`src/logic/bpu_pkg.sv`:
```
package bpu_pkg;

    localparam int XLEN = 32;

    // bimodal counters, index pc[9:1]
    localparam int BIMODAL_ENTRIES = 512;
    localparam int BIMODAL_IDX_W   = 9;

    // direct-mapped btb, index pc[9:2], tag pc[31:10]
    localparam int BTB_ENTRIES = 256;
    localparam int BTB_IDX_W   = 8;
    localparam int BTB_TAG_W   = 22;

    // ras pointer counts 0..RAS_DEPTH entries
    localparam int RAS_DEPTH = 16;
    localparam int RAS_PTR_W = 5;

    localparam logic [1:0] CTR_RESET = 2'b01;  // weakly not taken
    localparam logic [1:0] CTR_MAX   = 2'b11;

    localparam logic [6:0] OP_BRANCH = 7'b1100011;
    localparam logic [6:0] OP_JAL    = 7'b1101111;
    localparam logic [6:0] OP_JALR   = 7'b1100111;

    localparam logic [4:0] REG_RA = 5'd1;
    localparam logic [4:0] REG_T0 = 5'd5;

    // one instruction word seen through its three immediate layouts
    typedef union packed {
        struct packed {
            logic       imm12;
            logic [5:0] imm10_5;
            logic [4:0] rs2;
            logic [4:0] rs1;
            logic [2:0] funct3;
            logic [3:0] imm4_1;
            logic       imm11;
            logic [6:0] opcode;
        } b;
        struct packed {
            logic       imm20;
            logic [9:0] imm10_1;
            logic       imm11;
            logic [7:0] imm19_12;
            logic [4:0] rd;
            logic [6:0] opcode;
        } j;
        struct packed {
            logic [11:0] imm12;
            logic [4:0]  rs1;
            logic [2:0]  funct3;
            logic [4:0]  rd;
            logic [6:0]  opcode;
        } i;
    } inst_u;

    // jalr x0, 0(ra) or jalr x0, 0(t0)
    function automatic logic is_return(input inst_u word);
        logic link_src;
        link_src = (word.i.rs1 == REG_RA) || (word.i.rs1 == REG_T0);
        return (word.i.opcode == OP_JALR) && (word.i.rd == 5'd0) && link_src
            && (word.i.imm12 == 12'd0);
    endfunction

endpackage

```
`src/logic/return_stack.sv`:
```
`timescale 1ns/1ps

module return_stack import bpu_pkg::*; (
    input  logic            clk,
    input  logic            rst,
    input  logic            ex_valid_i,
    input  logic            ex_taken_i,
    input  logic [XLEN-1:0] ex_inst_i,
    input  logic            ex_stall_i,
    input  logic            id_push_i,
    input  logic [XLEN-1:0] id_push_addr_i,
    output logic            top_valid_o,
    output logic [XLEN-1:0] top_addr_o
);

    inst_u                ex_word;
    logic [XLEN-1:0]      stack_q [RAS_DEPTH];
    logic [RAS_PTR_W-1:0] sp_q;       // number of entries
    logic [RAS_PTR_W-1:0] sp_popped;
    logic [RAS_PTR_W-1:0] top_index;
    logic                 pop;
    logic                 push;

    assign ex_word = ex_inst_i;

    // resolved taken return pops, never below empty
    assign pop = ex_valid_i && ex_taken_i && !ex_stall_i && is_return(ex_word)
              && (sp_q != '0);

    // pop goes first, a push then lands in the freed slot
    assign sp_popped = sp_q - RAS_PTR_W'(pop);
    assign push      = id_push_i && !ex_stall_i && (sp_popped != RAS_PTR_W'(RAS_DEPTH));

    assign top_index = sp_q - 1'b1;

    always_ff @(posedge clk or posedge rst) begin
        if (rst) begin
            sp_q        <= '0;
            top_valid_o <= 1'b0;
        end else begin
            sp_q        <= sp_popped + RAS_PTR_W'(push);
            top_valid_o <= (sp_q != '0);
        end
    end

    always_ff @(posedge clk) begin
        top_addr_o <= stack_q[top_index[RAS_PTR_W-2:0]];  // don't care when empty
        if (push) begin
            stack_q[sp_popped[RAS_PTR_W-2:0]] <= id_push_addr_i;
        end
    end

endmodule

```
`config.mk`:
```
export PLATFORM = sky130hd
export DESIGN_NAME = return_stack
export DESIGN_NICKNAME = d
export VERILOG_FILES = /design/src/logic/bpu_pkg.sv /design/src/logic/return_stack.sv
export SDC_FILE = /design/constraint.sdc
export NUM_CORES = 1
export LEC_CHECK = 0
export BUFFER_PORTS_ARGS = -buffer_cell sky130_fd_sc_hd__buf_4
export CORE_MARGIN = 1.5
export CORE_UTILIZATION = 55
export CTS_CLUSTER_DIAMETER = 60
export DETAILED_ROUTE_END_ITERATION = 16
export MAX_ROUTING_LAYER = met4
export PLACE_DENSITY = 0.73
export SYNTH_ARGS = -nofsm -noshare
export SYNTH_HDL_FRONTEND = slang
export SYNTH_SLANG_ARGS = --single-unit
export TNS_END_PERCENT = 30
```
`constraint.sdc`:
```
create_clock -name clk -period 6.05 [get_ports clk]
set_input_delay 1.21 -clock clk [delete_from_list [all_inputs] [get_ports clk]]
set_output_delay 1.21 -clock clk [all_outputs]
set_load 0.05 [all_outputs]
```
==> results.md <==
- Outcome: completed
- CTS sink cnt: 550
- Routed vias/inst: around 6
- Most frequent cells in the layout: edfxtp_1 (512), mux4_2 (128), buf_4 (128), clkbuf_16 (55), inv_1 (47)
- DRT Pass-1 Iters: 5
- Syn_area_per_cell: ~22 sq um
- Tmin final: 4.61 ns
- Net count after synthesis: around 1000
- Most common cell after layout, fill and taps aside: edfxtp_1
- Final Core Density: 0.650
- Crit Path Class: register to register
- FF-to-FF Start: sp_q[0]
- Worst setup margin: 1.44 ns
- Power Density: 496 nW/um^2
- # nets final: between 1000 and 1500
- Buf+Inv Stages, Crit Path: 3
- Hold slack: 0.534 ns
- Area growth from synthesis to final layout: 15.8%
- Footprint of the multi-input gates: slightly above 4000 sq um
- Final Cycle Share: 0.761
- Fin. Hold Viols: 0
- Slew Viols, Final: 0
- WL final: ~40000 microns
- CTS tree: built
- Io pins: around 100
- CP endpoint kind: register
- Max-cap violations: 0
- DR DRC count: 0
- Initial antenna violation count: 0
- Worst Hold Class: input port to async pin
- Fraction of layout cells with a size suffix above 1: 0.321
- Detailed Route Iter0 Violations: around 890
- # port buffers: between 90 and 100
- Placed cells: roughly 1500
- Post-CTS setup repair buffer count: 0
- RSZ-0062 raised after global routing: no
- Non-Filler Instances: 1593
- FF+latch area: 16200 sq um
- Cts-stage hold buffer count: 0
- Core Footprint: between 30000 and 40000 sq um
- Total global-route track usage: 0.228
- First-pass GRT wire length: approximately 62000 microns
- Setup slack, reg-to-reg: approximately 1.4 ns
- Cell Rows: 70
- Worst clock skew: 0.0118 ns
- H-tree levels: 2
- Fmax: around 220 MHz
- Num CTS Buffers: 54
- Syn Inst Count: 939
- Post-DP HPWL: between 20000 and 25000 microns
- WP data required: between 6 and 7 ns
- Lkg Pwr: ~7.8 nW
- Crit path max-delay cell type: dfrtp_4
- CP top delay family: simple AND/OR/NAND/NOR gates
- Largest net degree at the start of global routing: 66
- Die width: approximately 200 microns
- GRT overflow: 0
- TNS Setup: 0 ns
- Crit path max fanout: 25
- Worst-skew pair later-pin latency: 0.59 ns
- Distinct cells, synth: a little over 40
- Worst reg-to-reg path cell count: 13
- Vias after detailed routing: approximately 9600
- Fill count: about 2400
- Yosys reg bits: 550
- Syn. warnings: 0
- Clk buf depth: 3
- Vias in the first global route: about 10000
- Pre-CTS WS: around 1 ns
- Post-synthesis sequential area ratio: 0.783
- Startpoint types: register
- Clock root buffer: clkbuf_16
- Effective utilization at floorplan: 0.561
- Synthesized area: approximately 21000 sq um
- Worst path max stage delay: around 0.8 ns
- Relative slew slack: 0.306
- Die Y: a little under 200 microns
- Peak VDD IR: ~0.0004 V
- WP data arrival: between 4 and 5 ns
- Wire length per cell: between 20 and 30 microns
- RR Endpoint: stack_q[8][23]
- Setup-failing EPs final: 0
- Post-DRT Antenna Nets: 0
- Die Area: around 39000 sq um
- Clock-pin slew on the worst setup and hold paths: 0.06 ns
- Post-CTS sizing: 0
- Worst Tran Pin Value: around 1.0 ns
- Worst-path cell chain: inv_1 -> ha_4 -> nand3_1 -> nand3_1 -> nor3_1 -> ha_1 -> ha_1 -> nor2_1 -> a21oi_1 -> buf_4 -> o2111ai_1 -> nor2_4 -> buf_4
- GP Congestion: just over 0.7
worst max-delay path by stage:
stage | from | to | slack (ns) | cells after the start
global route | sp_q[0] | stack_q[8][23] | 1.07 | 13
floorplan | ex_inst_i[27] | stack_q[4][0] | 1.31 | 10
detailed placement | ex_inst_i[27] | stack_q[8][14] | 1.02 | 12
CTS | sp_q[0] | stack_q[8][21] | 1.34 | 13
finish | sp_q[0] | stack_q[8][23] | 1.44 | 13
global placement | ex_inst_i[27] | stack_q[8][14] | 1.11 | 12
logic make-up after synthesis:
logic type / after synthesis / share of synthesized area
xor+xnor: 7 / 0.00333
flops: 550 / 0.783
compound gates: 76 / 0.0299
buf+inv: 115 / 0.0272
simple gates: 58 / 0.0139
fa+ha+maj: 5 / 0.00303
mux: 128 / 0.140
state kept, by name, indices dropped and copies added, names as in the netlist:
| register | cells |
|---|---|
| stack_q | 512 |
| top_valid_o | 1 |
| top_addr_o | 32 |
| sp_q | 5 |
worst register-to-register path, stage by stage, from the launching register on:
cell and delay, ns:
dfrtp_4 0.79, inv_1 0.22, ha_4 0.21, nand3_1 0.10
nand3_1 0.09, nor3_1 0.23, ha_1 0.22, ha_1 0.37
nor2_1 0.07, a21oi_1 0.17, buf_4 0.22, o2111ai_1 0.43
nor2_4 0.61, buf_4 0.51
through the flow:
stage / power (mW) / area, sq um
floorplan: 7.50 / 20600
global placement: 8.51 / 22100
detailed placement: 8.56 / 22100
CTS: 12.0 / 23900
global route: 12.3 / 23900
finish: 11.9 / 23900
cell type report:
| cell class | count | area share |
|---|---|---|
| clock buffer | 72 | 0.0611 |
| multi-input combinational | 274 | 0.171 |
| inverter | 70 | 0.0110 |
| antenna | 1 | 0.000105 |
| clock inverter | 29 | 0.0151 |
| sequential | 550 | 0.676 |
| timing repair buffer | 129 | 0.0410 |
| tap | 468 | 0.0245 |
cell usage after synthesis, drive strengths merged:
cell type | number | area [sq um]
or3 | 1 | 6.26
dfxtp | 32 | 641
nor4 | 3 | 18.8
o22ai | 31 | 194
o22a | 2 | 17.5
nor3 | 5 | 25.0
nand2 | 10 | 37.5
clkbuf | 15 | 56.3
mux4 | 128 | 2880
and3 | 2 | 12.5
o31ai | 1 | 12.5
a31oi | 2 | 18.8
a21oi | 2 | 13.8
nand3 | 5 | 25.0
inv | 48 | 180
ha | 5 | 62.6
edfxtp | 512 | 15400
nand2b | 3 | 18.8
a32oi | 1 | 8.76
o21ai | 3 | 15.0
xnor2 | 7 | 68.8
o2111ai | 2 | 17.5
nor2 | 22 | 90.1
nor2b | 3 | 18.8
buf | 30 | 241
o311ai | 1 | 8.76
a221o | 31 | 310
nor4b | 2 | 17.5
nand4b | 2 | 17.5
dfrtp | 6 | 150
clkinv | 22 | 82.6
layer usage:
metal | global-route usage | share of wire
met1 | 0.305 | 0.41
met2 | 0.362 | 0.50
met3 | 0.0443 | 0.067
met4 | 0.0679 | 0.025
met5 | - | 0
where the power goes:
part           switching (mW)  internal, mW  leakage (nW)
Combinational            2.20          1.65          2.03
Sequential              0.138          4.47          4.95
Clock                    1.39          2.01         0.875
Total                    3.73          8.13          7.85
No activity file was read; power rests on OpenSTA's default activity.
