--- config.mk ---
export PLATFORM = sky130hd
export DESIGN_NAME = bimodal_table
export DESIGN_NICKNAME = d
export VERILOG_FILES = /design/src/logic/bpu_pkg.sv /design/src/logic/bimodal_table.sv
export SDC_FILE = /design/constraint.sdc
export NUM_CORES = 2
export LEC_CHECK = 0
export BUFFER_PORTS_ARGS = -buffer_cell sky130_fd_sc_hd__buf_2
export CAP_MARGIN = 40
export CORE_AREA = 2 2 287 289
export CTS_CLUSTER_SIZE = 28
export DETAILED_ROUTE_END_ITERATION = 10
export DIE_AREA = 0 0 289 291
export PLACE_DENSITY = 0.81
export SETUP_SLACK_MARGIN = 0.4
export SLEW_MARGIN = 25
export SYNTH_ARGS = -nofsm -noshare
export SYNTH_HDL_FRONTEND = slang
export SYNTH_SLANG_ARGS = --single-unit
--- constraint.sdc ---
create_clock -name clk -period 85.5 [get_ports clk]
set_input_delay 12.825 -clock clk [delete_from_list [all_inputs] [get_ports clk]]
set_output_delay 12.825 -clock clk [all_outputs]
set_load 0.01 [all_outputs]
--- src/logic/bpu_pkg.sv ---
package bpu_pkg;

    localparam int XLEN = 32;

    // bimodal counters, index pc[9:1]
    localparam int BIMODAL_ENTRIES = 512;
    localparam int BIMODAL_IDX_W   = 9;

    // direct-mapped btb, index pc[9:2], tag pc[31:10]
    localparam int BTB_ENTRIES = 256;
    localparam int BTB_IDX_W   = 8;
    localparam int BTB_TAG_W   = 22;

    // ras pointer counts 0..RAS_DEPTH entries
    localparam int RAS_DEPTH = 16;
    localparam int RAS_PTR_W = 5;

    localparam logic [1:0] CTR_RESET = 2'b01;  // weakly not taken
    localparam logic [1:0] CTR_MAX   = 2'b11;

    localparam logic [6:0] OP_BRANCH = 7'b1100011;
    localparam logic [6:0] OP_JAL    = 7'b1101111;
    localparam logic [6:0] OP_JALR   = 7'b1100111;

    localparam logic [4:0] REG_RA = 5'd1;
    localparam logic [4:0] REG_T0 = 5'd5;

    // one instruction word seen through its three immediate layouts
    typedef union packed {
        struct packed {
            logic       imm12;
            logic [5:0] imm10_5;
            logic [4:0] rs2;
            logic [4:0] rs1;
            logic [2:0] funct3;
            logic [3:0] imm4_1;
            logic       imm11;
            logic [6:0] opcode;
        } b;
        struct packed {
            logic       imm20;
            logic [9:0] imm10_1;
            logic       imm11;
            logic [7:0] imm19_12;
            logic [4:0] rd;
            logic [6:0] opcode;
        } j;
        struct packed {
            logic [11:0] imm12;
            logic [4:0]  rs1;
            logic [2:0]  funct3;
            logic [4:0]  rd;
            logic [6:0]  opcode;
        } i;
    } inst_u;

    // jalr x0, 0(ra) or jalr x0, 0(t0)
    function automatic logic is_return(input inst_u word);
        logic link_src;
        link_src = (word.i.rs1 == REG_RA) || (word.i.rs1 == REG_T0);
        return (word.i.opcode == OP_JALR) && (word.i.rd == 5'd0) && link_src
            && (word.i.imm12 == 12'd0);
    endfunction

endpackage

--- src/logic/bimodal_table.sv ---
`timescale 1ns/1ps

module bimodal_table import bpu_pkg::*; (
    input  logic                     clk,
    input  logic                     rst,
    input  logic [BIMODAL_IDX_W-1:0] rd_index_i,
    input  logic                     ex_valid_i,
    input  logic [XLEN-1:0]          ex_pc_i,
    input  logic                     ex_taken_i,
    output logic                     ctr_msb_o
);

    logic [1:0]               ctr_q [BIMODAL_ENTRIES];
    logic [BIMODAL_IDX_W-1:0] wr_index;
    logic [1:0]               wr_ctr;
    logic [1:0]               wr_ctr_next;

    assign wr_index = ex_pc_i[BIMODAL_IDX_W:1];
    assign wr_ctr   = ctr_q[wr_index];

    // saturating step
    always_comb begin
        wr_ctr_next = wr_ctr;
        if (ex_taken_i && (wr_ctr != CTR_MAX)) begin
            wr_ctr_next = wr_ctr + 2'd1;
        end else if (!ex_taken_i && (wr_ctr != 2'd0)) begin
            wr_ctr_next = wr_ctr - 2'd1;
        end
    end

    always_ff @(posedge clk or posedge rst) begin
        if (rst) begin
            for (int i = 0; i < BIMODAL_ENTRIES; i++) begin
                ctr_q[i] <= CTR_RESET;
            end
            ctr_msb_o <= 1'b0;
        end else begin
            ctr_msb_o <= ctr_q[rd_index_i][1];  // old value on a same-edge update
            if (ex_valid_i) begin
                ctr_q[wr_index] <= wr_ctr_next;
            end
        end
    end

endmodule

==> flow_metrics.env <==
export IMPL_vias=37300
export IMPL_grt_ovfl_total=0
export IMPL_drt_iter0_markers=4503
export IMPL_cts_inserted_buffers=106
export IMPL_start_util_pct=64.48
export IMPL_fill_cells=5164
export IMPL_die_area_um2=84100
export IMPL_avgSynthCellArea_um2=12.08
export IMPL_cts_tree="yes"
export IMPL_ir_drop_v=0.00001727
export IMPL_clk_pin_slew_ns=0.06
export IMPL_first_pass_iters=6
export IMPL_async_reset_ff_share_pct=100.0
export IMPL_dieWidth_um=289
export IMPL_cap_viol_max_count=0
export IMPL_antenna_found_initial=5
export IMPL_final_layout_size_suffix_gt1_share_pct=40.63
export IMPL_final_common_cell="nand2_1"
export IMPL_cpMostUsedCell="buf_4"
export IMPL_core_area_um2=81190
export IMPL_post_route_period_util_pct=22.81
export IMPL_hp_class="reg2reg"
export IMPL_cts_resized=0
export IMPL_ys_ff_latch=1025
export IMPL_clock_latency_ns=0.70
export IMPL_yosysSeqAreaShare_pct=50.22
export IMPL_mostFrequentLayoutCells="nand2_1 (1062), mux2_2 (522), o21ai_0 (517)"
export IMPL_cp_data_required_time_ns=86.08
export IMPL_cp_end_kind="flop"
export IMPL_powerDensity_nw_per_um2=19.76
export IMPL_outcome="finished clean"
export IMPL_drv_slew=0
export IMPL_wl_um=148900
export IMPL_grt_pass1_wl_um=229900
export IMPL_skew_ns=0.02922
export IMPL_synth_edf_count=0
export IMPL_slowest_delay_ns=0.64
export IMPL_leakage_nw=23.62
export IMPL_syn_nets=4380
export IMPL_period_needed_ns=19.50
export IMPL_cts_sinks=1025
export IMPL_relSlewSlack_pct=25.21
export IMPL_finalHoldViolations=0
export IMPL_ys_flop_type="dfrtp_1"
export IMPL_layout_nets=4283
export IMPL_avgRoutedWirePerCell_um=27.58
export IMPL_start_kind="input pin"
export IMPL_ys_types=53
export IMPL_crit_slowest_cell="buf_4"
export IMPL_syn2layout_area_growth_pct=10.08
export IMPL_placementRows=105
export IMPL_critPathKind="in2reg"
export IMPL_portBuffers=22
export IMPL_crit_chain="clkbuf_8, buf_4, buf_4, buf_12, mux4_2, mux2i_1, nor3_1, or4_1, nor4_1, and4_1, inv_1, ha_1, mux2i_1, xor2_4, buf_4, buf_4, buf_12, o21ai_0"
export IMPL_cts_buffer_depth=3
export IMPL_netlist_instances=4333
export IMPL_die_y_um=291
export IMPL_power_total_mw=1.139
export IMPL_post_cts_buffers=0
export IMPL_ant_nets=0
export IMPL_yosysWarnings=0
export IMPL_htreeDepth=3
export IMPL_rsz0062_at_grt="false"
export IMPL_cts_root_buf="clkbuf_16"
export IMPL_fmax_mhz=51.28
export IMPL_cp_max_fo=64
export IMPL_gp_congestion=0.8838
export IMPL_drc=0
export IMPL_grt_max_degree=227
export IMPL_syn_area_um2=52350
export IMPL_ios=46
export IMPL_grtUsageTotal_pct=36.13
export IMPL_worst_pin_slew_ns=1.122
export IMPL_avgViaCountPerCell=6.907
export IMPL_finalSetupViolations=0
export IMPL_holdBufCountCts=0
export IMPL_dp_hpwl_um=89940
export IMPL_tns_ns=0
export IMPL_grt_pass1_vias=38010
export IMPL_cp_arrival_ns=20.08
==> per-layer routing <==
metal	routed length [µm]	track usage [%]	share of wire (%)	vias up
met3	17660	10.54	12	525
met1	55500	49.50	37	19090
met2	67750	53.64	45	2124
met4	7890	16.73	5.3	10
li1	-	-	-	15560
met5	141	1.047	0.095	-
==> cells by family after synthesis <==
| group | synth area share, % |
|---|---|
| simple gates | 9.350 |
| mux | 30.25 |
| flops | 50.22 |
| compound gates | 6.991 |
| buf+inv | 3.107 |
| fa+ha+maj | 0.04780 |
| xor+xnor | 0.03108 |
==> report_power, final <==
group / switching (mW) / total (mW) / internal (mW)
sequential: 0.0114 / 0.521 / 0.510
clock: 0.202 / 0.491 / 0.290
combinational: 0.0848 / 0.127 / 0.0418
==> path summary, 6_finish.rpt <==
kind,startpoint,endpoint,slack [ns],cells past startpoint
setup / recovery,ex_pc_i[2],ctr_q[314],66.00,18
hold / removal,ctr_q[660],ctr_q[660],0.47,2
setup reg to reg,ctr_q[408],ctr_q[314],79.46,14
hold reg to reg,ctr_q[660],ctr_q[660],0.47,2
max in group asynchronous,rst,ctr_q[734],70.57,8
min in group asynchronous,rst,ctr_q[955],12.17,2
==> critical path, delay by kind of cell <==
family | cells | cell delay (ns)
AO/OA/AOI/OAI | 1 | 0.15
XOR/XNOR | 1 | 0.52
adder cells (fa/ha/maj) | 1 | 0.25
buffers and inverters | 8 | 3.35
multiplexers | 3 | 1.18
AND/OR/NAND/NOR | 4 | 1.64
==> metrics by stage <==
| stage | worst slack, ns | utilization, % | hold WS, ns | std cells | cell area, µm² |
|---|---|---|---|---|---|
| floorplan | 44.68 | - | 0.4460 | 4333 | 52350 |
| global placement | 64.61 | 65.48 | 0.4559 | 5165 | 53160 |
| detailed placement | 65.58 | 66.04 | 0.4648 | 5186 | 53620 |
| CTS | 66.25 | 70.63 | 0.4711 | 5387 | 57340 |
| global route | 65.95 | 70.97 | 0.4856 | 5399 | 57620 |
| finish | 66.00 | 70.98 | 0.4742 | 5401 | 57630 |
==> sequential cells by signal, indices dropped and copies added, names as in the netlist <==
signal	cells
ctr_q	1024
ctr_msb_o	1
==> final cells by class <==
| cell class | count | area [µm²] | area share (%) |
|---|---|---|---|
| diodes | 2 | 5.005 | 0.008685 |
| clock buffers | 157 | 3158 | 5.480 |
| clock inverters | 44 | 564.3 | 0.9792 |
| inverters | 13 | 56.30 | 0.09771 |
| multi-input cells | 2947 | 24630 | 42.74 |
| flip-flops and latches | 1025 | 26290 | 45.62 |
| well taps | 1070 | 1339 | 2.323 |
| repair buffers | 143 | 1587 | 2.753 |
==> cells in the mapped netlist (8+ instances only) <==
master | number | share of area [%]
inv_1 | 12 | 0.086
mux2i_1 | 169 | 3.2
nand2_1 | 1062 | 7.6
mux2_2 | 522 | 11
o21ai_0 | 517 | 4.9
buf_4 | 28 | 0.40
buf_1 | 30 | 0.22
nand3_1 | 42 | 0.40
nor2_1 | 30 | 0.22
a22oi_1 | 76 | 1.1
o22ai_1 | 10 | 0.12
buf_6 | 8 | 0.17
a221oi_1 | 14 | 0.23
buf_2 | 67 | 0.64
dfrtp_1 | 513 | 25
a21oi_1 | 16 | 0.15
nor3_1 | 24 | 0.23
nor2b_1 | 11 | 0.13
dfstp_2 | 512 | 26
and2_1 | 13 | 0.16
mux4_2 | 367 | 16
clkbuf_1 | 213 | 1.5
nand4_1 | 12 | 0.14
Note: power is estimated with default switching activity, not from simulation.
