[src/logic/bpu_pkg.sv]
package bpu_pkg;

    localparam int XLEN = 32;

    // bimodal counters, index pc[9:1]
    localparam int BIMODAL_ENTRIES = 512;
    localparam int BIMODAL_IDX_W   = 9;

    // direct-mapped btb, index pc[9:2], tag pc[31:10]
    localparam int BTB_ENTRIES = 256;
    localparam int BTB_IDX_W   = 8;
    localparam int BTB_TAG_W   = 22;

    // ras pointer counts 0..RAS_DEPTH entries
    localparam int RAS_DEPTH = 16;
    localparam int RAS_PTR_W = 5;

    localparam logic [1:0] CTR_RESET = 2'b01;  // weakly not taken
    localparam logic [1:0] CTR_MAX   = 2'b11;

    localparam logic [6:0] OP_BRANCH = 7'b1100011;
    localparam logic [6:0] OP_JAL    = 7'b1101111;
    localparam logic [6:0] OP_JALR   = 7'b1100111;

    localparam logic [4:0] REG_RA = 5'd1;
    localparam logic [4:0] REG_T0 = 5'd5;

    // one instruction word seen through its three immediate layouts
    typedef union packed {
        struct packed {
            logic       imm12;
            logic [5:0] imm10_5;
            logic [4:0] rs2;
            logic [4:0] rs1;
            logic [2:0] funct3;
            logic [3:0] imm4_1;
            logic       imm11;
            logic [6:0] opcode;
        } b;
        struct packed {
            logic       imm20;
            logic [9:0] imm10_1;
            logic       imm11;
            logic [7:0] imm19_12;
            logic [4:0] rd;
            logic [6:0] opcode;
        } j;
        struct packed {
            logic [11:0] imm12;
            logic [4:0]  rs1;
            logic [2:0]  funct3;
            logic [4:0]  rd;
            logic [6:0]  opcode;
        } i;
    } inst_u;

    // jalr x0, 0(ra) or jalr x0, 0(t0)
    function automatic logic is_return(input inst_u word);
        logic link_src;
        link_src = (word.i.rs1 == REG_RA) || (word.i.rs1 == REG_T0);
        return (word.i.opcode == OP_JALR) && (word.i.rd == 5'd0) && link_src
            && (word.i.imm12 == 12'd0);
    endfunction

endpackage

[src/logic/select_stage.sv]
`timescale 1ns/1ps

module select_stage import bpu_pkg::*; (
    input  logic            clk,
    input  logic            rst,
    input  logic            s1_valid_i,
    input  logic            s1_cond_i,
    input  logic            s1_jal_i,
    input  logic            s1_jalr_i,
    input  logic            s1_ret_i,
    input  logic [XLEN-1:0] s1_static_target_i,
    input  logic [XLEN-1:0] s1_seq_pc_i,
    input  logic            ctr_msb_i,
    input  logic            btb_hit_i,
    input  logic [XLEN-1:0] btb_target_i,
    input  logic            ras_valid_i,
    input  logic [XLEN-1:0] ras_addr_i,
    output logic            pred_valid_o,
    output logic            pred_branch_o,
    output logic            pred_taken_o,
    output logic [XLEN-1:0] pred_target_o
);

    logic            is_branch;
    logic            taken;
    logic [XLEN-1:0] taken_target;

    assign is_branch = s1_cond_i || s1_jal_i || s1_jalr_i;

    always_comb begin
        taken        = 1'b0;
        taken_target = s1_seq_pc_i;
        if (s1_ret_i) begin
            taken        = ras_valid_i;  // empty stack falls through
            taken_target = ras_addr_i;
        end else if (s1_jal_i) begin
            taken        = 1'b1;
            taken_target = btb_hit_i ? btb_target_i : s1_static_target_i;
        end else if (s1_cond_i) begin
            taken        = ctr_msb_i;
            taken_target = btb_hit_i ? btb_target_i : s1_static_target_i;
        end else if (s1_jalr_i) begin
            // register target unknown here, only the btb can help
            taken        = ctr_msb_i;
            taken_target = btb_hit_i ? btb_target_i : s1_seq_pc_i;
        end
    end

    always_ff @(posedge clk or posedge rst) begin
        if (rst) begin
            pred_valid_o  <= 1'b0;
            pred_branch_o <= 1'b0;
            pred_taken_o  <= 1'b0;
        end else begin
            pred_valid_o  <= s1_valid_i;
            pred_branch_o <= s1_valid_i && is_branch;
            pred_taken_o  <= s1_valid_i && taken;
        end
    end

    always_ff @(posedge clk) begin
        pred_target_o <= taken ? taken_target : s1_seq_pc_i;
    end

endmodule

[config.mk]
export PLATFORM = sky130hd
export DESIGN_NAME = select_stage
export DESIGN_NICKNAME = d
export VERILOG_FILES = /design/src/logic/bpu_pkg.sv /design/src/logic/select_stage.sv
export SDC_FILE = /design/constraint.sdc
export NUM_CORES = 1
export LEC_CHECK = 0
export ABC_AREA = 1
export BUFFER_PORTS_ARGS = -buffer_cell sky130_fd_sc_hd__buf_2
export CORE_AREA = 3 3 81 102
export DETAILED_ROUTE_END_ITERATION = 8
export DIE_AREA = 0 0 84 105
export GPL_TIMING_DRIVEN = 0
export PLACE_DENSITY_LB_ADDON = 0.2
export SETUP_SLACK_MARGIN = 0.15
export SKIP_LAST_GASP = 1
export SLEW_MARGIN = 30
export SYNTH_ARGS = -nofsm -noshare
export SYNTH_HDL_FRONTEND = slang
export SYNTH_SLANG_ARGS = --single-unit
[constraint.sdc]
create_clock -name clk -period 0.8 [get_ports clk]
set_clock_uncertainty 0.15 [all_clocks]
set_input_delay 0.12 -clock clk [delete_from_list [all_inputs] [get_ports clk]]
set_output_delay 0.12 -clock clk [all_outputs]
set_load 0.01 [all_outputs]
==> out/qor.txt, run 1 <==
NetSw - 2.14 mW
Synth warnings - 0
Placed insts - 802
Final worst slack - -0.277 ns
Final hold vios - 35
Core area - 7400 µm²
Vias/cell - 4.91
Die Y - 105 µm
Die area - 8820 µm²
GRT Overall Usage - 24.2%
Antenna-violating nets left - 0
Drt total wl - 11500 µm
Synth-to-Final Area Change - 68.0%
CTS Sinks - 35
Die width - 84 µm
Register area share after synthesis - 24.5%
Pint - 4.02 mW
Crit path kind - reg2out
DP HPWL - 7870 µm
Yosys top cell area share - 25.2%
Initial DRC Count - 175
Total gr overflow - 0
Non-Filler Instances - 834
Part of the power in the clock network - 22.8%
Switching part of the total power - 34.7%
Drt first pass iters - 5
Lkg Pwr - 2.57 nW
Comb power frac - 44.1%
Synth top area cells - nand2_1, dfxtp_1, nor2_1
H-tree levels - 2
Worst hold path class - in2reg
CP endpoint kind - output pin
Status - complete, but fails checks
Via count - 4092
CP top delay family - flip-flops
Most common cell after layout, fill and taps aside - nand2_1
Post-Place Worst Slack - -0.561 ns
N_diodes - 0
Row Count - 35
CP arrival - 0.81 ns
Failing checks - hold timing, setup timing
Post-Syn Nets - 678
Vias in the first global route - 3795
CP required - 0.53 ns
Global-route wire length before repair - 17600 µm
Number of synthesized register bits - 35
Port Buffers - 170
Syn avg cell area - 5.40 µm²
CP bufs+invs - 1
Register share of total power - 33.1%
Clock buffer depth - 2
Final setup fails - 67
# DRC - 0
Crit path max fanout - 1
Critical path startpoint category - flip-flop
Hold_buf cts - 1
CP Cell Sequence - buf_2
CTS tree - done
I/O Pins - 173
Nets@finish - 879
CTS Buf Count - 5
Initial Util - 39.4%
Hold_ws - -0.198 ns
Storage cell area - 729 µm²
Multi-input gate area - 2240 µm²
Most frequent cells in the layout - nand2_1, buf_2, nor2_1, nand3_1, buf_6
Worst path slowest cell - dfrtp_1
Mapped cell area - 2920 µm²
Fraction of layout cells with a size suffix above 1 - 42.3%
Final slew viol count - 0
Tcrit/Tclk final - 135%
Peak Freq - 929 MHz
Period minus WS final - 1.08 ns
RSZ-0062 raised after global routing - yes
FILL cells - 704
Worst slew pin tran - 0.507 ns
Mapped Cells - 540
Critical Path Max Stage Delay - 0.38 ns
Yosys top cell by area - nand2_1
Pwr dens - 1260 nW/µm²
Max transition margin - 66.2%
Max-Cap Viols - 0
Clock slew at reported path FFs - 0.08 ns
CTS root buffer - clkbuf_8
Final Power - 6.16 mW
Wirelength per Cell - 13.8 µm
Initial antenna violation count - 0
Distinct cells, synth - 16
Largest net degree at the start of global routing - 12
VDD IR-drop max - 0.866 mV
Final GP Congestion - 0.910
state kept, by name (all words and copies together) (netlist names):
| signal | cells |
|---|---|
| pred_branch_o | 1 |
| pred_target_o | 32 |
| pred_taken_o | 1 |
| pred_valid_o | 1 |
Yosys cell counts, drive strengths merged:
cell type,number
inv,7
a21oi,2
a21boi,32
dfxtp,32
nand3,64
clkbuf,4
nor2,163
dfrtp,3
buf,36
nand2,197
metrics by stage:
| step | instance area, µm² | util [%] | setup TNS (ns) |
|---|---|---|---|
| after detailed placement | 3940 | 53.2 | -17.39 |
| after global routing | 4900 | 66.2 | -16.68 |
| final | 4900 | 66.2 | -13.37 |
| after CTS | 4620 | 62.4 | -12.91 |
| after global placement | 3940 | 53.2 | -16.70 |
| after floorplan | 2970 | - | -8.59 |
routing by layer:
| metal | wire length [µm] | global-route usage (%) | vias to the layer above |
|---|---|---|---|
| met4 | 204 | 5.63 | 0 |
| met5 | 0 | 0 | - |
| met1 | 4570 | 29.3 | 1803 |
| li1 | - | - | 2082 |
| met2 | 5960 | 44.0 | 184 |
| met3 | 812 | 4.34 | 23 |
final cells by class:
cell class / instances / area share [%]
Tap cell: 92 / 2.35
Clock inverter: 1 / 0.102
Sequential cell: 35 / 14.9
Clock buffer: 7 / 1.76
Multi-Input combinational cell: 460 / 45.7
Buffer: 40 / 8.10
Inverter: 7 / 0.536
Timing Repair Buffer: 192 / 26.6
logic make-up after synthesis:
family / synth area share, %
AO/OA/AOI/OAI: 8.58
flip-flops: 24.5
buffers and inverters: 9.01
AND/OR/NAND/NOR: 57.9
path summary, 6_finish.rpt:
kind	cells after the start	endpoint	startpoint
min in group asynchronous	3	pred_valid_o	rst
max in group asynchronous	3	pred_branch_o	rst
hold / removal	1	pred_valid_o	s1_valid_i
setup / recovery	1	pred_valid_o	pred_valid_o
power groups by stage:
stage / Sequential, mW / Combinational (mW) / Clock, mW
finish: 2.04 / 2.72 / 1.40
global route: 2.06 / 2.98 / 1.50
CTS: 2.02 / 2.48 / 1.43
detailed placement: 2.05 / 2.00 / 0
global placement: 2.04 / 1.97 / 0
floorplan: 2.17 / 1.05 / 0
repair_timing:
action	in CTS	in global routing
pin swaps	21	55
endpoints found under the hold margin	38	35
gates resized for setup	92	76
setup endpoints to repair	68	69
buffers inserted	11	3
cloned	9	0
No activity file was read; power rests on OpenSTA's default activity.
==> run 2, diff against run 1 <==
Settings changed: BUFFER_PORTS_ARGS -buffer_cell sky130_fd_sc_hd__buf_2 to -buffer_cell sky130_fd_sc_hd__clkbuf_2.
==> run 2 against run 1 <==
Against the previous run:
- the flow still finishes with violations (hold timing, setup timing)
- flip-flop and latch count unchanged
- first-iteration DRC count down 1.7%
- power down 4.5%
- fmax up 0.90%
- clock-buffer cell count decreased by 1
- final cell count decreased by 0.72%
- sequential power is essentially flat
- critical path type is now in2reg
- highest routed layer unchanged
==> out/qor.txt, run 2 (same netlist as run 1, synthesis figures left out) <==
Fin area - 4660 µm² (was 4900 µm²)
CP endpoint kind - flip-flop (was output pin)
Tcrit/Tclk final - 133% (was 135%)
Max transition margin - 68.8% (was 66.2%)
Initial Util - 39.4% (unchanged)
CP arrival - 1.11 ns (was 0.81 ns)
Initial antenna violation count - 0 (unchanged)
Worst setup path endpoint - pred_target_o[8] (was pred_valid_o)
NetSw - 2.03 mW (was 2.14 mW)
Crit path kind - in2reg (was reg2out)
Most common cell after layout, fill and taps aside - nand2_1 (unchanged)
Core area - 7400 µm² (unchanged)
GRT Overall Usage - 23.3% (was 24.2%)
Placed instance area - 3940 µm² (unchanged)
Worst hold path class - in2reg (unchanged)
Fraction of layout cells with a size suffix above 1 - 38.0% (was 42.3%)
Register share of total power - 34.8% (was 33.1%)
Final slew viol count - 0 (unchanged)
Max-Cap Viols - 0 (unchanged)
Most frequent cells in the layout - nand2_1, nor2_1, clkbuf_2, nand3_1, buf_6 (was nand2_1, buf_2, nor2_1, nand3_1, buf_6)
Lkg Pwr - 2.56 nW (was 2.57 nW)
Post-Place Worst Slack - -0.588 ns (was -0.561 ns)
Placed insts - 802 (unchanged)
Comb power frac - 43.1% (was 44.1%)
Period minus WS final - 1.07 ns (was 1.08 ns)
Vias/cell - 4.86 (was 4.91)
Final hold vios - 35 (unchanged)
Crit path max fanout - 7 (was 1)
Port Buffers - 170 (unchanged)
Critical Path Start - s1_jal_i (was pred_valid_o)
Peak Freq - 937 MHz (was 929 MHz)
Drt total wl - 11000 µm (was 11500 µm)
DP HPWL - 7820 µm (was 7870 µm)
CP required - 0.84 ns (was 0.53 ns)
Initial DRC Count - 172 (was 175)
Row Count - 35 (unchanged)
Pint - 3.86 mW (was 4.02 mW)
Clock slew at reported path FFs - 0.08 ns (about the same)
Wirelength per Cell - 13.3 µm (was 13.8 µm)
Die width - 84 µm (unchanged)
Worst slew pin tran - 0.469 ns (was 0.507 ns)
Synth-to-Final Area Change - 59.9% (was 68.0%)
CTS Sinks - 35 (unchanged)
Failing checks - hold timing, setup timing (unchanged)
Hold_buf cts - 1 (unchanged)
Non-Filler Instances - 828 (was 834)
N_diodes - 0 (unchanged)
CTS Buf Count - 5 (unchanged)
Pwr dens - 1260 nW/µm² (about the same)
VDD IR-drop max - 0.708 mV (was 0.866 mV)
I/O Pins - 173 (unchanged)
Most flop-heavy register - pred_target_o (unchanged)
Drt first pass iters - 5 (unchanged)
H-tree levels - 2 (unchanged)
Nets@finish - 873 (was 879)
Via count - 4024 (was 4092)
Switching part of the total power - 34.5% (was 34.7%)
Total gr overflow - 0 (unchanged)
Die Y - 105 µm (unchanged)
Status - complete, but fails checks (unchanged)
Max reg flops - 32 (unchanged)
Critical path startpoint category - input pin (was flip-flop)
Part of the power in the clock network - 22.2% (was 22.8%)
Final worst slack - -0.267 ns (was -0.277 ns)
CTS tree - done (unchanged)
RSZ-0062 raised after global routing - yes (unchanged)
Clock buffer depth - 2 (unchanged)
# DRC - 0 (unchanged)
Die area - 8820 µm² (unchanged)
FILL cells - 724 (was 704)
Storage cell area - 732 µm² (was 729 µm²)
CTS root buffer - clkbuf_8 (unchanged)
Vias in the first global route - 3759 (was 3795)
Global-route wire length before repair - 17000 µm (was 17600 µm)
Final GP Congestion - 0.925 (was 0.910)
Antenna-violating nets left - 0 (unchanged)
Largest net degree at the start of global routing - 12 (unchanged)
Hold_ws - -0.200 ns (was -0.198 ns)
Multi-input gate area - 2090 µm² (was 2240 µm²)
Final setup fails - 68 (was 67)
run 2: cell count changes in the layout (fill, tap and decap cells not counted), moves of 5 or more:
| cell | before | now |
|---|---|---|
| buf_2 | 166 | 26 |
| buf_4 | 3 | 8 |
| buf_8 | 14 | 9 |
| clkbuf_2 | 2 | 139 |
| nand2_1 | 173 | 181 |
| nor2_1 | 126 | 147 |
| nor2_2 | 26 | 12 |
| nor2_4 | 11 | 4 |
run 2: cell type report:
type / count / share of cell area, %
Timing Repair Buffer: 187 / 26.4
Clock inverter: 2 / 0.268
Tap cell: 92 / 2.47
Multi-Input combinational cell: 459 / 44.7
Inverter: 7 / 0.564
Sequential cell: 35 / 15.7
Buffer: 40 / 8.32
Clock buffer: 6 / 1.56
run 2: power groups by stage:
| stage | combinational, mW | clock (mW) | sequential [mW] |
|---|---|---|---|
| finish | 2.53 | 1.30 | 2.04 |
| global route | 2.79 | 1.43 | 2.06 |
| CTS | 2.32 | 1.36 | 2.02 |
| detailed placement | 1.99 | 0 | 2.05 |
| global placement | 1.96 | 0 | 2.05 |
| floorplan | 1.05 | 0 | 2.17 |
run 2: critical path, stage by stage:
cell	delay [ns]
clkbuf_16	0.13
nor2_4	0.13
nand2_2	0.09
nand2_4	0.11
nand2_8	0.11
bufbuf_16	0.29
nor2_1	0.08
nor2_1	0.05
run 2: how the worst min path moves through the flow:
stage	from	slack [ns]	cells past startpoint	endpoint
floorplan	rst	-0.28	1	pred_branch_o
global placement	rst	-0.19	2	pred_valid_o
detailed placement	rst	-0.18	2	pred_taken_o
CTS	s1_valid_i	-0.21	1	pred_valid_o
global route	s1_valid_i	-0.22	1	pred_valid_o
finish	s1_valid_i	-0.20	1	pred_valid_o
run 2: layer usage:
| metal | part of all wire [%] | GRT usage [%] | wire length (µm) |
|---|---|---|---|
| met3 | 8.1 | 4.81 | 889 |
| met1 | 39 | 27.3 | 4270 |
| met5 | 0 | 0 | 0 |
| met2 | 52 | 42.6 | 5720 |
| met4 | 1.1 | 6.09 | 123 |
run 2: metrics by stage:
stage	total power [mW]	util, %	setup TNS (ns)
2_1_floorplan	3.22	-	-8.59
3_3_place_gp	4.02	53.2	-16.64
3_5_place_dp	4.04	53.2	-18.31
4_1_cts	5.70	59.7	-13.89
5_1_grt	6.29	63.0	-16.45
6_report	5.88	63.0	-13.27
run 2: repair_timing:
action | 4_1_cts | 5_1_grt
setup endpoints to repair | 69 | 69
setup buffers | 9 | 1
pin swaps | 11 | 15
gates resized for setup | 54 | 103
cloned | 6 | 1
endpoints found under the hold margin | 38 | 35
