`config.mk`:
```
export PLATFORM = sky130hd
export DESIGN_NAME = decode_stage
export DESIGN_NICKNAME = d
export VERILOG_FILES = /design/src/logic/bpu_pkg.sv /design/src/logic/decode_stage.sv
export SDC_FILE = /design/constraint.sdc
export NUM_CORES = 1
export LEC_CHECK = 0
export ABC_AREA = 1
export BUFFER_PORTS_ARGS = -buffer_cell sky130_fd_sc_hd__buf_2
export CELL_PAD_IN_SITES_DETAIL_PLACEMENT = 1
export CELL_PAD_IN_SITES_GLOBAL_PLACEMENT = 1
export CORE_ASPECT_RATIO = 1.2
export CORE_MARGIN = 2
export CORE_UTILIZATION = 37
export DETAILED_ROUTE_END_ITERATION = 7
export PLACE_DENSITY = 0.85
export SETUP_SLACK_MARGIN = 0.1
export SYNTH_ARGS = -nofsm -noshare
export SYNTH_HDL_FRONTEND = slang
export SYNTH_SLANG_ARGS = --single-unit
```
`constraint.sdc`:
```
create_clock -name clk -period 0.9 [get_ports clk]
set_input_delay 0.18 -clock clk [delete_from_list [all_inputs] [get_ports clk]]
set_output_delay 0.18 -clock clk [all_outputs]
set_load 0.02 [all_outputs]
```
`src/logic/bpu_pkg.sv`:
```
package bpu_pkg;

    localparam int XLEN = 32;

    // bimodal counters, index pc[9:1]
    localparam int BIMODAL_ENTRIES = 512;
    localparam int BIMODAL_IDX_W   = 9;

    // direct-mapped btb, index pc[9:2], tag pc[31:10]
    localparam int BTB_ENTRIES = 256;
    localparam int BTB_IDX_W   = 8;
    localparam int BTB_TAG_W   = 22;

    // ras pointer counts 0..RAS_DEPTH entries
    localparam int RAS_DEPTH = 16;
    localparam int RAS_PTR_W = 5;

    localparam logic [1:0] CTR_RESET = 2'b01;  // weakly not taken
    localparam logic [1:0] CTR_MAX   = 2'b11;

    localparam logic [6:0] OP_BRANCH = 7'b1100011;
    localparam logic [6:0] OP_JAL    = 7'b1101111;
    localparam logic [6:0] OP_JALR   = 7'b1100111;

    localparam logic [4:0] REG_RA = 5'd1;
    localparam logic [4:0] REG_T0 = 5'd5;

    // one instruction word seen through its three immediate layouts
    typedef union packed {
        struct packed {
            logic       imm12;
            logic [5:0] imm10_5;
            logic [4:0] rs2;
            logic [4:0] rs1;
            logic [2:0] funct3;
            logic [3:0] imm4_1;
            logic       imm11;
            logic [6:0] opcode;
        } b;
        struct packed {
            logic       imm20;
            logic [9:0] imm10_1;
            logic       imm11;
            logic [7:0] imm19_12;
            logic [4:0] rd;
            logic [6:0] opcode;
        } j;
        struct packed {
            logic [11:0] imm12;
            logic [4:0]  rs1;
            logic [2:0]  funct3;
            logic [4:0]  rd;
            logic [6:0]  opcode;
        } i;
    } inst_u;

    // jalr x0, 0(ra) or jalr x0, 0(t0)
    function automatic logic is_return(input inst_u word);
        logic link_src;
        link_src = (word.i.rs1 == REG_RA) || (word.i.rs1 == REG_T0);
        return (word.i.opcode == OP_JALR) && (word.i.rd == 5'd0) && link_src
            && (word.i.imm12 == 12'd0);
    endfunction

endpackage

```
`src/logic/decode_stage.sv`:
```
`timescale 1ns/1ps

module decode_stage import bpu_pkg::*; (
    input  logic                     clk,
    input  logic                     rst,
    input  logic                     fetch_valid_i,
    input  logic [XLEN-1:0]          fetch_pc_i,
    input  logic [XLEN-1:0]          fetch_inst_i,
    output logic [BIMODAL_IDX_W-1:0] bm_index_o,
    output logic [BTB_IDX_W-1:0]     btb_index_o,
    output logic [BTB_TAG_W-1:0]     btb_tag_o,
    output logic                     s1_valid_o,
    output logic                     s1_cond_o,
    output logic                     s1_jal_o,
    output logic                     s1_jalr_o,
    output logic                     s1_ret_o,
    output logic [XLEN-1:0]          s1_static_target_o,
    output logic [XLEN-1:0]          s1_seq_pc_o
);

    inst_u           inst;
    logic            is_cond;
    logic            is_jal;
    logic            is_jalr;
    logic [XLEN-1:0] b_offset;
    logic [XLEN-1:0] j_offset;

    assign inst = fetch_inst_i;

    assign is_cond = (inst.b.opcode == OP_BRANCH);
    assign is_jal  = (inst.j.opcode == OP_JAL);
    assign is_jalr = (inst.i.opcode == OP_JALR);

    // sign-extended immediates, bit 0 always zero
    assign b_offset = {{19{inst.b.imm12}}, inst.b.imm12, inst.b.imm11, inst.b.imm10_5,
                       inst.b.imm4_1, 1'b0};
    assign j_offset = {{11{inst.j.imm20}}, inst.j.imm20, inst.j.imm19_12, inst.j.imm11,
                       inst.j.imm10_1, 1'b0};

    // table lookups go out unregistered, the tables register their own read
    assign bm_index_o  = fetch_pc_i[BIMODAL_IDX_W:1];
    assign btb_index_o = fetch_pc_i[BTB_IDX_W+1:2];
    assign btb_tag_o   = fetch_pc_i[XLEN-1:XLEN-BTB_TAG_W];

    always_ff @(posedge clk or posedge rst) begin
        if (rst) begin
            s1_valid_o <= 1'b0;
            s1_cond_o  <= 1'b0;
            s1_jal_o   <= 1'b0;
            s1_jalr_o  <= 1'b0;
            s1_ret_o   <= 1'b0;
        end else begin
            s1_valid_o <= fetch_valid_i;
            s1_cond_o  <= fetch_valid_i && is_cond;
            s1_jal_o   <= fetch_valid_i && is_jal;
            s1_jalr_o  <= fetch_valid_i && is_jalr;
            s1_ret_o   <= fetch_valid_i && is_return(inst);
        end
    end

    always_ff @(posedge clk) begin
        s1_static_target_o <= fetch_pc_i + (is_jal ? j_offset : b_offset);
        s1_seq_pc_o        <= fetch_pc_i + 32'd4;  // fall-through
    end

endmodule

```
==> results.txt, run 1 <==
hpwl dp: 19500 um
Synth Cell Area: 5020 um^2
post-synth top area cell: dfxtp_1
I/O pin count: 175
Starting Density: 38.0%
Yosys reg bits: 68
Die X: 110 um
Post-synth top flop: dfxtp_1
clk sink count: 68
Syn Inst Count: 780
Post-CTS Resized: 495
die height: 132 um
DP Cell Count: 1199
Syn Nets: 882
most frequent cells after synthesis: 260 x nand2_1, 138 x inv_1, 63 x dfxtp_1
Unique masters post-synth: 33
Post-synth EDFFs: 0
# Post-CTS Setup Buffers: 53
top-area cell type share of the netlist area: 25.1%
GPL Wtd Cong: 0.914
fraction of the yosys area taken by sequential cells: 27.6%
clock buffer depth: 2
run status: stopped before the end
Failed at: 4_1_cts
CTS root buf: clkbuf_16
H-tree depth: 3
First Error: [ERROR DPL-0033] detailed placement checks failed during check placement.
Avg Inst Size Synth: 6.44 um^2
TritonCTS Buffers: 9
asr flop ratio synth: 7.35%
YS warnings: 0
num rows: 46
top post-synthesis cells by area: dfxtp_1 25%, nand2_1 19%, inv_1 10%
placed instance area: 6950 um^2
most frequent cell after synthesis: nand2_1
Hold Buf Count CTS: 3
number of I/O port buffers: 174
cells by family after synthesis:
family / after synthesis / share of synthesized area [%]
simple gates: 411 / 35.2
buf+inv: 184 / 16.8
flops: 68 / 27.6
compound gates: 39 / 4.13
xor+xnor: 43 / 7.49
fa+ha+maj: 35 / 8.86
metrics by stage:
| step | setup slack (ns) | TNS (ns) |
|---|---|---|
| floorplan | -1.13 | -28.82 |
| global placement | -1.53 | -51.70 |
| detailed placement | -1.78 | -59.91 |
==> run 2, diff against run 1 <==
Settings changed: CELL_PAD_IN_SITES_DETAIL_PLACEMENT 1 to not set, CELL_PAD_IN_SITES_GLOBAL_PLACEMENT 1 to not set, CORE_ASPECT_RATIO 1.2 to not set, CORE_UTILIZATION 37 to 40, PLACE_DENSITY 0.85 to not set, PLACE_DENSITY_LB_ADDON set to 0.15, SETUP_SLACK_MARGIN 0.1 to not set.
==> run 2 against run 1 <==
  * The flow now finishes, with violations (setup timing)
  * Area after synthesis unchanged
  * Synthesized cell count stayed put
==> results.txt, run 2 <==
run status: finished, violations left
failing checks: setup timing
Hold Crit Class: input port to flip-flop
highest-count cells in the layout ignoring fill and taps: 187 x nand2_1, 135 x buf_4, 124 x buf_6, 122 x inv_1, 76 x buf_2
Syn Inst Count: 780
YS warnings: 0
GPL Wtd Cong: 0.920
CP Capture Type: flip-flop
clk sink count: 68
post-synth top area cell: dfxtp_1
Hold Violations, Final: 0
Setup crit start: fetch_inst_i[1]
first-pass GRT wire length: 27800 um
worst slack at placement: -1.54 ns
most frequent cells after synthesis: 260 x nand2_1, 138 x inv_1, 63 x dfxtp_1
PD cells: 1340 nW/um^2
crit-path max FO: 8
largest net degree at the start of global routing: 18
Largest Register: s1_static_target_o
Yosys reg bits: 68
multi-input combinational cell area: 3860 um^2
vias in the first global route: 5737
Top Registers: s1_static_target_o: 32 flops, s1_seq_pc_o: 31 flops
Setup WS post-layout: -1.10 ns
Critical Path Source Type: input port
Avg Inst Size Synth: 6.44 um^2
Fmax: 0.501 GHz
crit path to: s1_static_target_o[23]$_DFF_P_
Unique masters post-synth: 33
number of DRC markers in iteration 0: 571
residual DRC count: 0
Congestion Overflow GR: 0
fraction of the yosys area taken by sequential cells: 27.6%
Critical Path AT: 2.26 ns
unrepaired setup endpoints after global routing: yes
Reg area: 1470 um^2
Vias/cell: 4.93
HP Start: fetch_pc_i[31]
final setup vio count: 129
Final Cycle Share: 222%
H-tree depth: 3
DP Cell Count: 1197
non-filler cells, final: 1279
Post-synth EDFFs: 0
Max VDD drop: 1.13 mV
die height: 116 um
initial antenna violation count: 3
I/O pin count: 175
top-area cell type share of the netlist area: 25.1%
most common cell after layout, fill and taps aside: nand2_1
TritonRoute pass-1 iters: 5
gr usage total: 27.3%
layout cells sized above 1: 56.9%
Slew HR: 74.8%
CTS tree: built
TritonCTS Buffers: 9
CTS root buf: clkbuf_16
die area: 13500 um^2
post-route total power: 0.0127 W
Slew Limit Fails: 0
core box area: 12200 um^2
Synth Cell Area: 5020 um^2
max reg flops: 32
CP required: 1.16 ns
Worst Tran Pin Value: 0.377 ns
clock buffer depth: 2
Final ANT Viol Nets: 0
drt total wl: 22700 um
asr flop ratio synth: 7.35%
fillers: 786
num rows: 40
Die X: 116 um
top post-synthesis cells by area: dfxtp_1 25%, nand2_1 19%, inv_1 10%
Starting Density: 41.3%
hpwl dp: 13400 um
number of I/O port buffers: 174
Syn-to-layout area delta: 88.7%
leakage power: 4.98 nW
max-capacitance violation count: 0
WL per Instance: 17.7 um
nets: 1206
Syn Nets: 882
WS Path Type: input port to flip-flop
Post-synth top flop: dfxtp_1
most frequent cell after synthesis: nand2_1
crit path time final: 2.00 ns
clock slew at reported path FFs: 0.06 ns
total number of vias: 6310
[run 2: worst max-delay path, cell delays in order]
cell	delay [ns]
buf_2	0.10
nand2_1	0.09
inv_1	0.07
nand4_1	0.11
buf_6	0.14
buf_8	0.14
nand2_8	0.07
o21ai_1	0.09
inv_1	0.10
ha_1	0.32
nand2_2	0.10
inv_1	0.07
nand2_2	0.09
inv_1	0.08
a21oi_2	0.19
nand2_4	0.10
nand2_2	0.08
nand2_1	0.05
nand2_1	0.05
nand2_1	0.04
[run 2: power by group]
group          internal (W)  total, W  switching, W
combinational       0.00243   0.00520       0.00277
clock               0.00230   0.00387       0.00157
sequential          0.00347   0.00367      0.000197
[run 2: through the flow]
stage	TNS [ns]	hold WS [ns]	utilization (%)	cell area, um^2
after floorplan	-28.80	-0.0415	-	5260
after global placement	-52.31	0.0791	56.9	6920
final	-38.64	0.0464	78.0	9480
after detailed placement	-53.03	0.0801	56.9	6920
after CTS	-31.46	0.0399	68.2	8290
after global routing	-43.09	0.0672	78.0	9480
[run 2: final cells by class]
cell class | instances | share of cell area (%)
multi-input cells | 528 | 40.7
repair buffers | 355 | 32.5
flip-flops and latches | 68 | 15.5
inverters | 142 | 5.82
clock buffers | 10 | 2.64
well taps | 168 | 2.22
clock inverters | 5 | 0.620
diodes | 3 | 0.0792
[run 2: worst min path at each step]
stage / cells after the start / slack (ns) / endpoint
2_1_floorplan: 1 / -0.04 / s1_cond_o$_DFF_PP0_
3_3_place_gp: 2 / 0.08 / s1_valid_o$_DFF_PP0_
3_5_place_dp: 2 / 0.08 / s1_valid_o$_DFF_PP0_
4_1_cts: 2 / 0.04 / s1_seq_pc_o[31]$_DFF_P_
5_1_grt: 2 / 0.07 / s1_seq_pc_o[31]$_DFF_P_
6_report: 2 / 0.05 / s1_seq_pc_o[31]$_DFF_P_
[run 2: logic make-up after synthesis]
group / after synthesis / synth area share [%]
AND/OR/NAND/NOR: 411 / 35.2
buffers and inverters: 184 / 16.8
flip-flops: 68 / 27.6
XOR/XNOR: 43 / 7.49
AO/OA/AOI/OAI: 39 / 4.13
adder cells (fa/ha/maj): 35 / 8.86
[run 2: layer usage]
metal  wire [um]  part of all wire, %  up-vias  global-route usage, %
li1            -                    -     3008                      -
met1        8660                   38     2945                   32.9
met2       11300                   50      271                   48.5
met3        1670                  7.3       86                   4.86
met4        1040                  4.6        0                   10.4
met5           0                    0        -                      0
[run 2: repair_timing]
action                     4_1_cts  5_1_grt
resized for setup              302      219
setup endpoints to repair      125      125
hold endpoints to repair         8        0
pin swaps                       37       81
cloned                           0        2
buffers inserted                14       46
hold buffers                     4        0
Note: power is estimated with default switching activity, not from simulation.
==> run 3, diff against run 2 <==
Settings changed: PLACE_DENSITY set to 0.66, PLACE_DENSITY_LB_ADDON 0.15 to not set.
==> run 3 against run 2 <==
  * The flow still finishes with violations (setup timing)
  * Utilization up 1.6 points
  * Highest routed layer unchanged
  * Setup slack worse by 0.19 ns
  * Critical path type unchanged
  * Cell area up 2.0%
==> results.txt, run 3 (synthesized netlist as in run 2, its figures left out) <==
clk sink count: 68
Largest Register: s1_static_target_o
total number of vias: 7010
WL per Instance: 20.0 um
Worst Tran Pin Value: 0.500 ns
GPL Wtd Cong: 0.924
CTS root buf: clkbuf_16
final instance area: 9670 um^2
Die X: 116 um
unrepaired setup endpoints after global routing: yes
H-tree depth: 3
Critical Path AT: 2.43 ns
leakage power: 5.13 nW
Setup WS post-layout: -1.29 ns
slowest stage delay, CP: 0.26 ns
gr usage total: 33.2%
first-pass GRT wire length: 33700 um
Vias/cell: 5.49
Slew Limit Fails: 0
residual DRC count: 0
Syn-to-layout area delta: 92.5%
failing checks: setup timing
final setup vio count: 130
DP Cell Count: 1189
layout cells sized above 1: 59.1%
sw frac: 35.9%
CP max-delay cell: ha_4
Clock Power Share: 29.9%
Slew HR: 66.3%
highest-count cells in the layout ignoring fill and taps: 183 x nand2_1, 133 x buf_4, 127 x buf_6, 114 x inv_1, 73 x buf_2
Most common cell on crit path: nand2_1
max-capacitance violation count: 0
Final ANT Viol Nets: 0
Hold Violations, Final: 0
I/O pin count: 175
die area: 13500 um^2
drt total wl: 25500 um
number of DRC markers in iteration 0: 875
die height: 116 um
num rows: 40
Critical Path Source Type: input port
clock buffer depth: 2
TritonCTS Buffers: 9
max reg flops: 32
Hold Crit Class: input port to flip-flop
Net Sw Power: 0.00469 W
TritonRoute pass-1 iters: 7
crit-path cells: buf_8, nand2_8, nor2_4, nand4_1, buf_6, buf_12, o21ai_0, inv_1, ha_4, nand2_1, inv_1, a21oi_1, nand2_1, a21oi_1, nand2_1, nand2_1, nand2_1
CTS tree: built
nets: 1204
Congestion Overflow GR: 0
clock slew at reported path FFs: 0.06 ns
crit-path max FO: 5
CP Capture Type: flip-flop
setup TNS: -43.18 ns
core box area: 12200 um^2
placed instance area: 6860 um^2
crit path time final: 2.19 ns
number of I/O port buffers: 174
Fmax: 0.457 GHz
post-route total power: 0.0131 W
hpwl dp: 13200 um
Final Cycle Share: 243%
CP required: 1.14 ns
Top Registers: s1_static_target_o: 32 flops, s1_seq_pc_o: 31 flops
initial antenna violation count: 1
register share of total power: 28.1%
non-filler cells, final: 1276
Comb power frac: 42.0%
Max VDD drop: 0.943 mV
Starting Density: 41.3%
largest net degree at the start of global routing: 14
run status: finished, violations left
Power Internal: 0.00838 W
vias in the first global route: 6503
most common cell after layout, fill and taps aside: nand2_1
PD cells: 1350 nW/um^2
WS Path Type: input port to flip-flop
[run 3: changes by cell type in the layout (fill, tap and decap cells not counted), moves of 4 or more]
cell | previous run | this run
nand2_1 | 187 | 183
inv_1 | 122 | 114
inv_2 | 14 | 23
nand3_4 | 5 | 10
nor2_2 | 8 | 17
nand2_4 | 19 | 23
nor2_1 | 40 | 34
[run 3: final timing paths]
check | cells past startpoint | endpoint | slack [ns] | start
min in group asynchronous | 3 | s1_ret_o$_DFF_PP0_ | 0.30 | rst
hold / removal | 2 | s1_seq_pc_o[31]$_DFF_P_ | 0.1 | fetch_pc_i[31]
max in group asynchronous | 3 | s1_valid_o$_DFF_PP0_ | 0.43 | rst
setup / recovery | 17 | s1_static_target_o[29]$_DFF_P_ | -1.29 | fetch_inst_i[6]
[run 3: power groups by stage]
stage | Combinational (W) | Clock, W | Sequential [W]
final | 0.00549 | 0.00391 | 0.00367
after global routing | 0.00577 | 0.00399 | 0.00370
after CTS | 0.00472 | 0.00388 | 0.00365
after detailed placement | 0.00361 | 0 | 0.00354
after global placement | 0.00359 | 0 | 0.00355
after floorplan | 0.00167 | 0 | 0.00403
[run 3: layer usage]
| metal | up-vias | routed length (um) | share of wire, % | global-route usage [%] |
|---|---|---|---|---|
| met5 | - | 0 | 0 | 0 |
| met4 | 0 | 2270 | 8.9 | 17.2 |
| met3 | 220 | 2350 | 9.2 | 6.69 |
| met2 | 589 | 11900 | 47 | 56.7 |
| met1 | 3193 | 8960 | 35 | 39.3 |
| li1 | 3008 | - | - | - |
[run 3: per-stage QoR]
stage | setup WS (ns) | hold WS (ns) | utilization [%]
finish | -1.29 | 0.100 | 79.5
global route | -1.32 | 0.0975 | 79.5
CTS | -1.02 | 0.0567 | 74.5
detailed placement | -1.51 | 0.0801 | 56.4
global placement | -1.49 | 0.0789 | 56.4
floorplan | -1.13 | -0.0415 | -
[run 3: layout make-up]
cell class,instances,area [um^2]
Antenna cell,1,2.50
Clock buffer,10,229
Clock inverter,6,88.8
Fill cell,693,2490
Inverter,142,547
Multi-Input combinational cell,528,4010
Sequential cell,68,1470
Tap cell,168,210
Timing Repair Buffer,353,3120
[run 3: timing repair]
action	4_1_cts	5_1_grt
endpoints found under the setup margin	125	138
resized for setup	404	152
hold endpoints to repair	8	0
gates cloned	3	0
setup buffers	60	25
pin swaps	79	60
hold buffers	4	0
[run 3: critical path: cells and delay by family]
family | cells | cell delay, ns
and+or+nand+nor | 8 | 0.75
AOI/OAI and AO/OA | 3 | 0.61
buffers and inverters | 5 | 0.61
adders and majority gates | 1 | 0.26
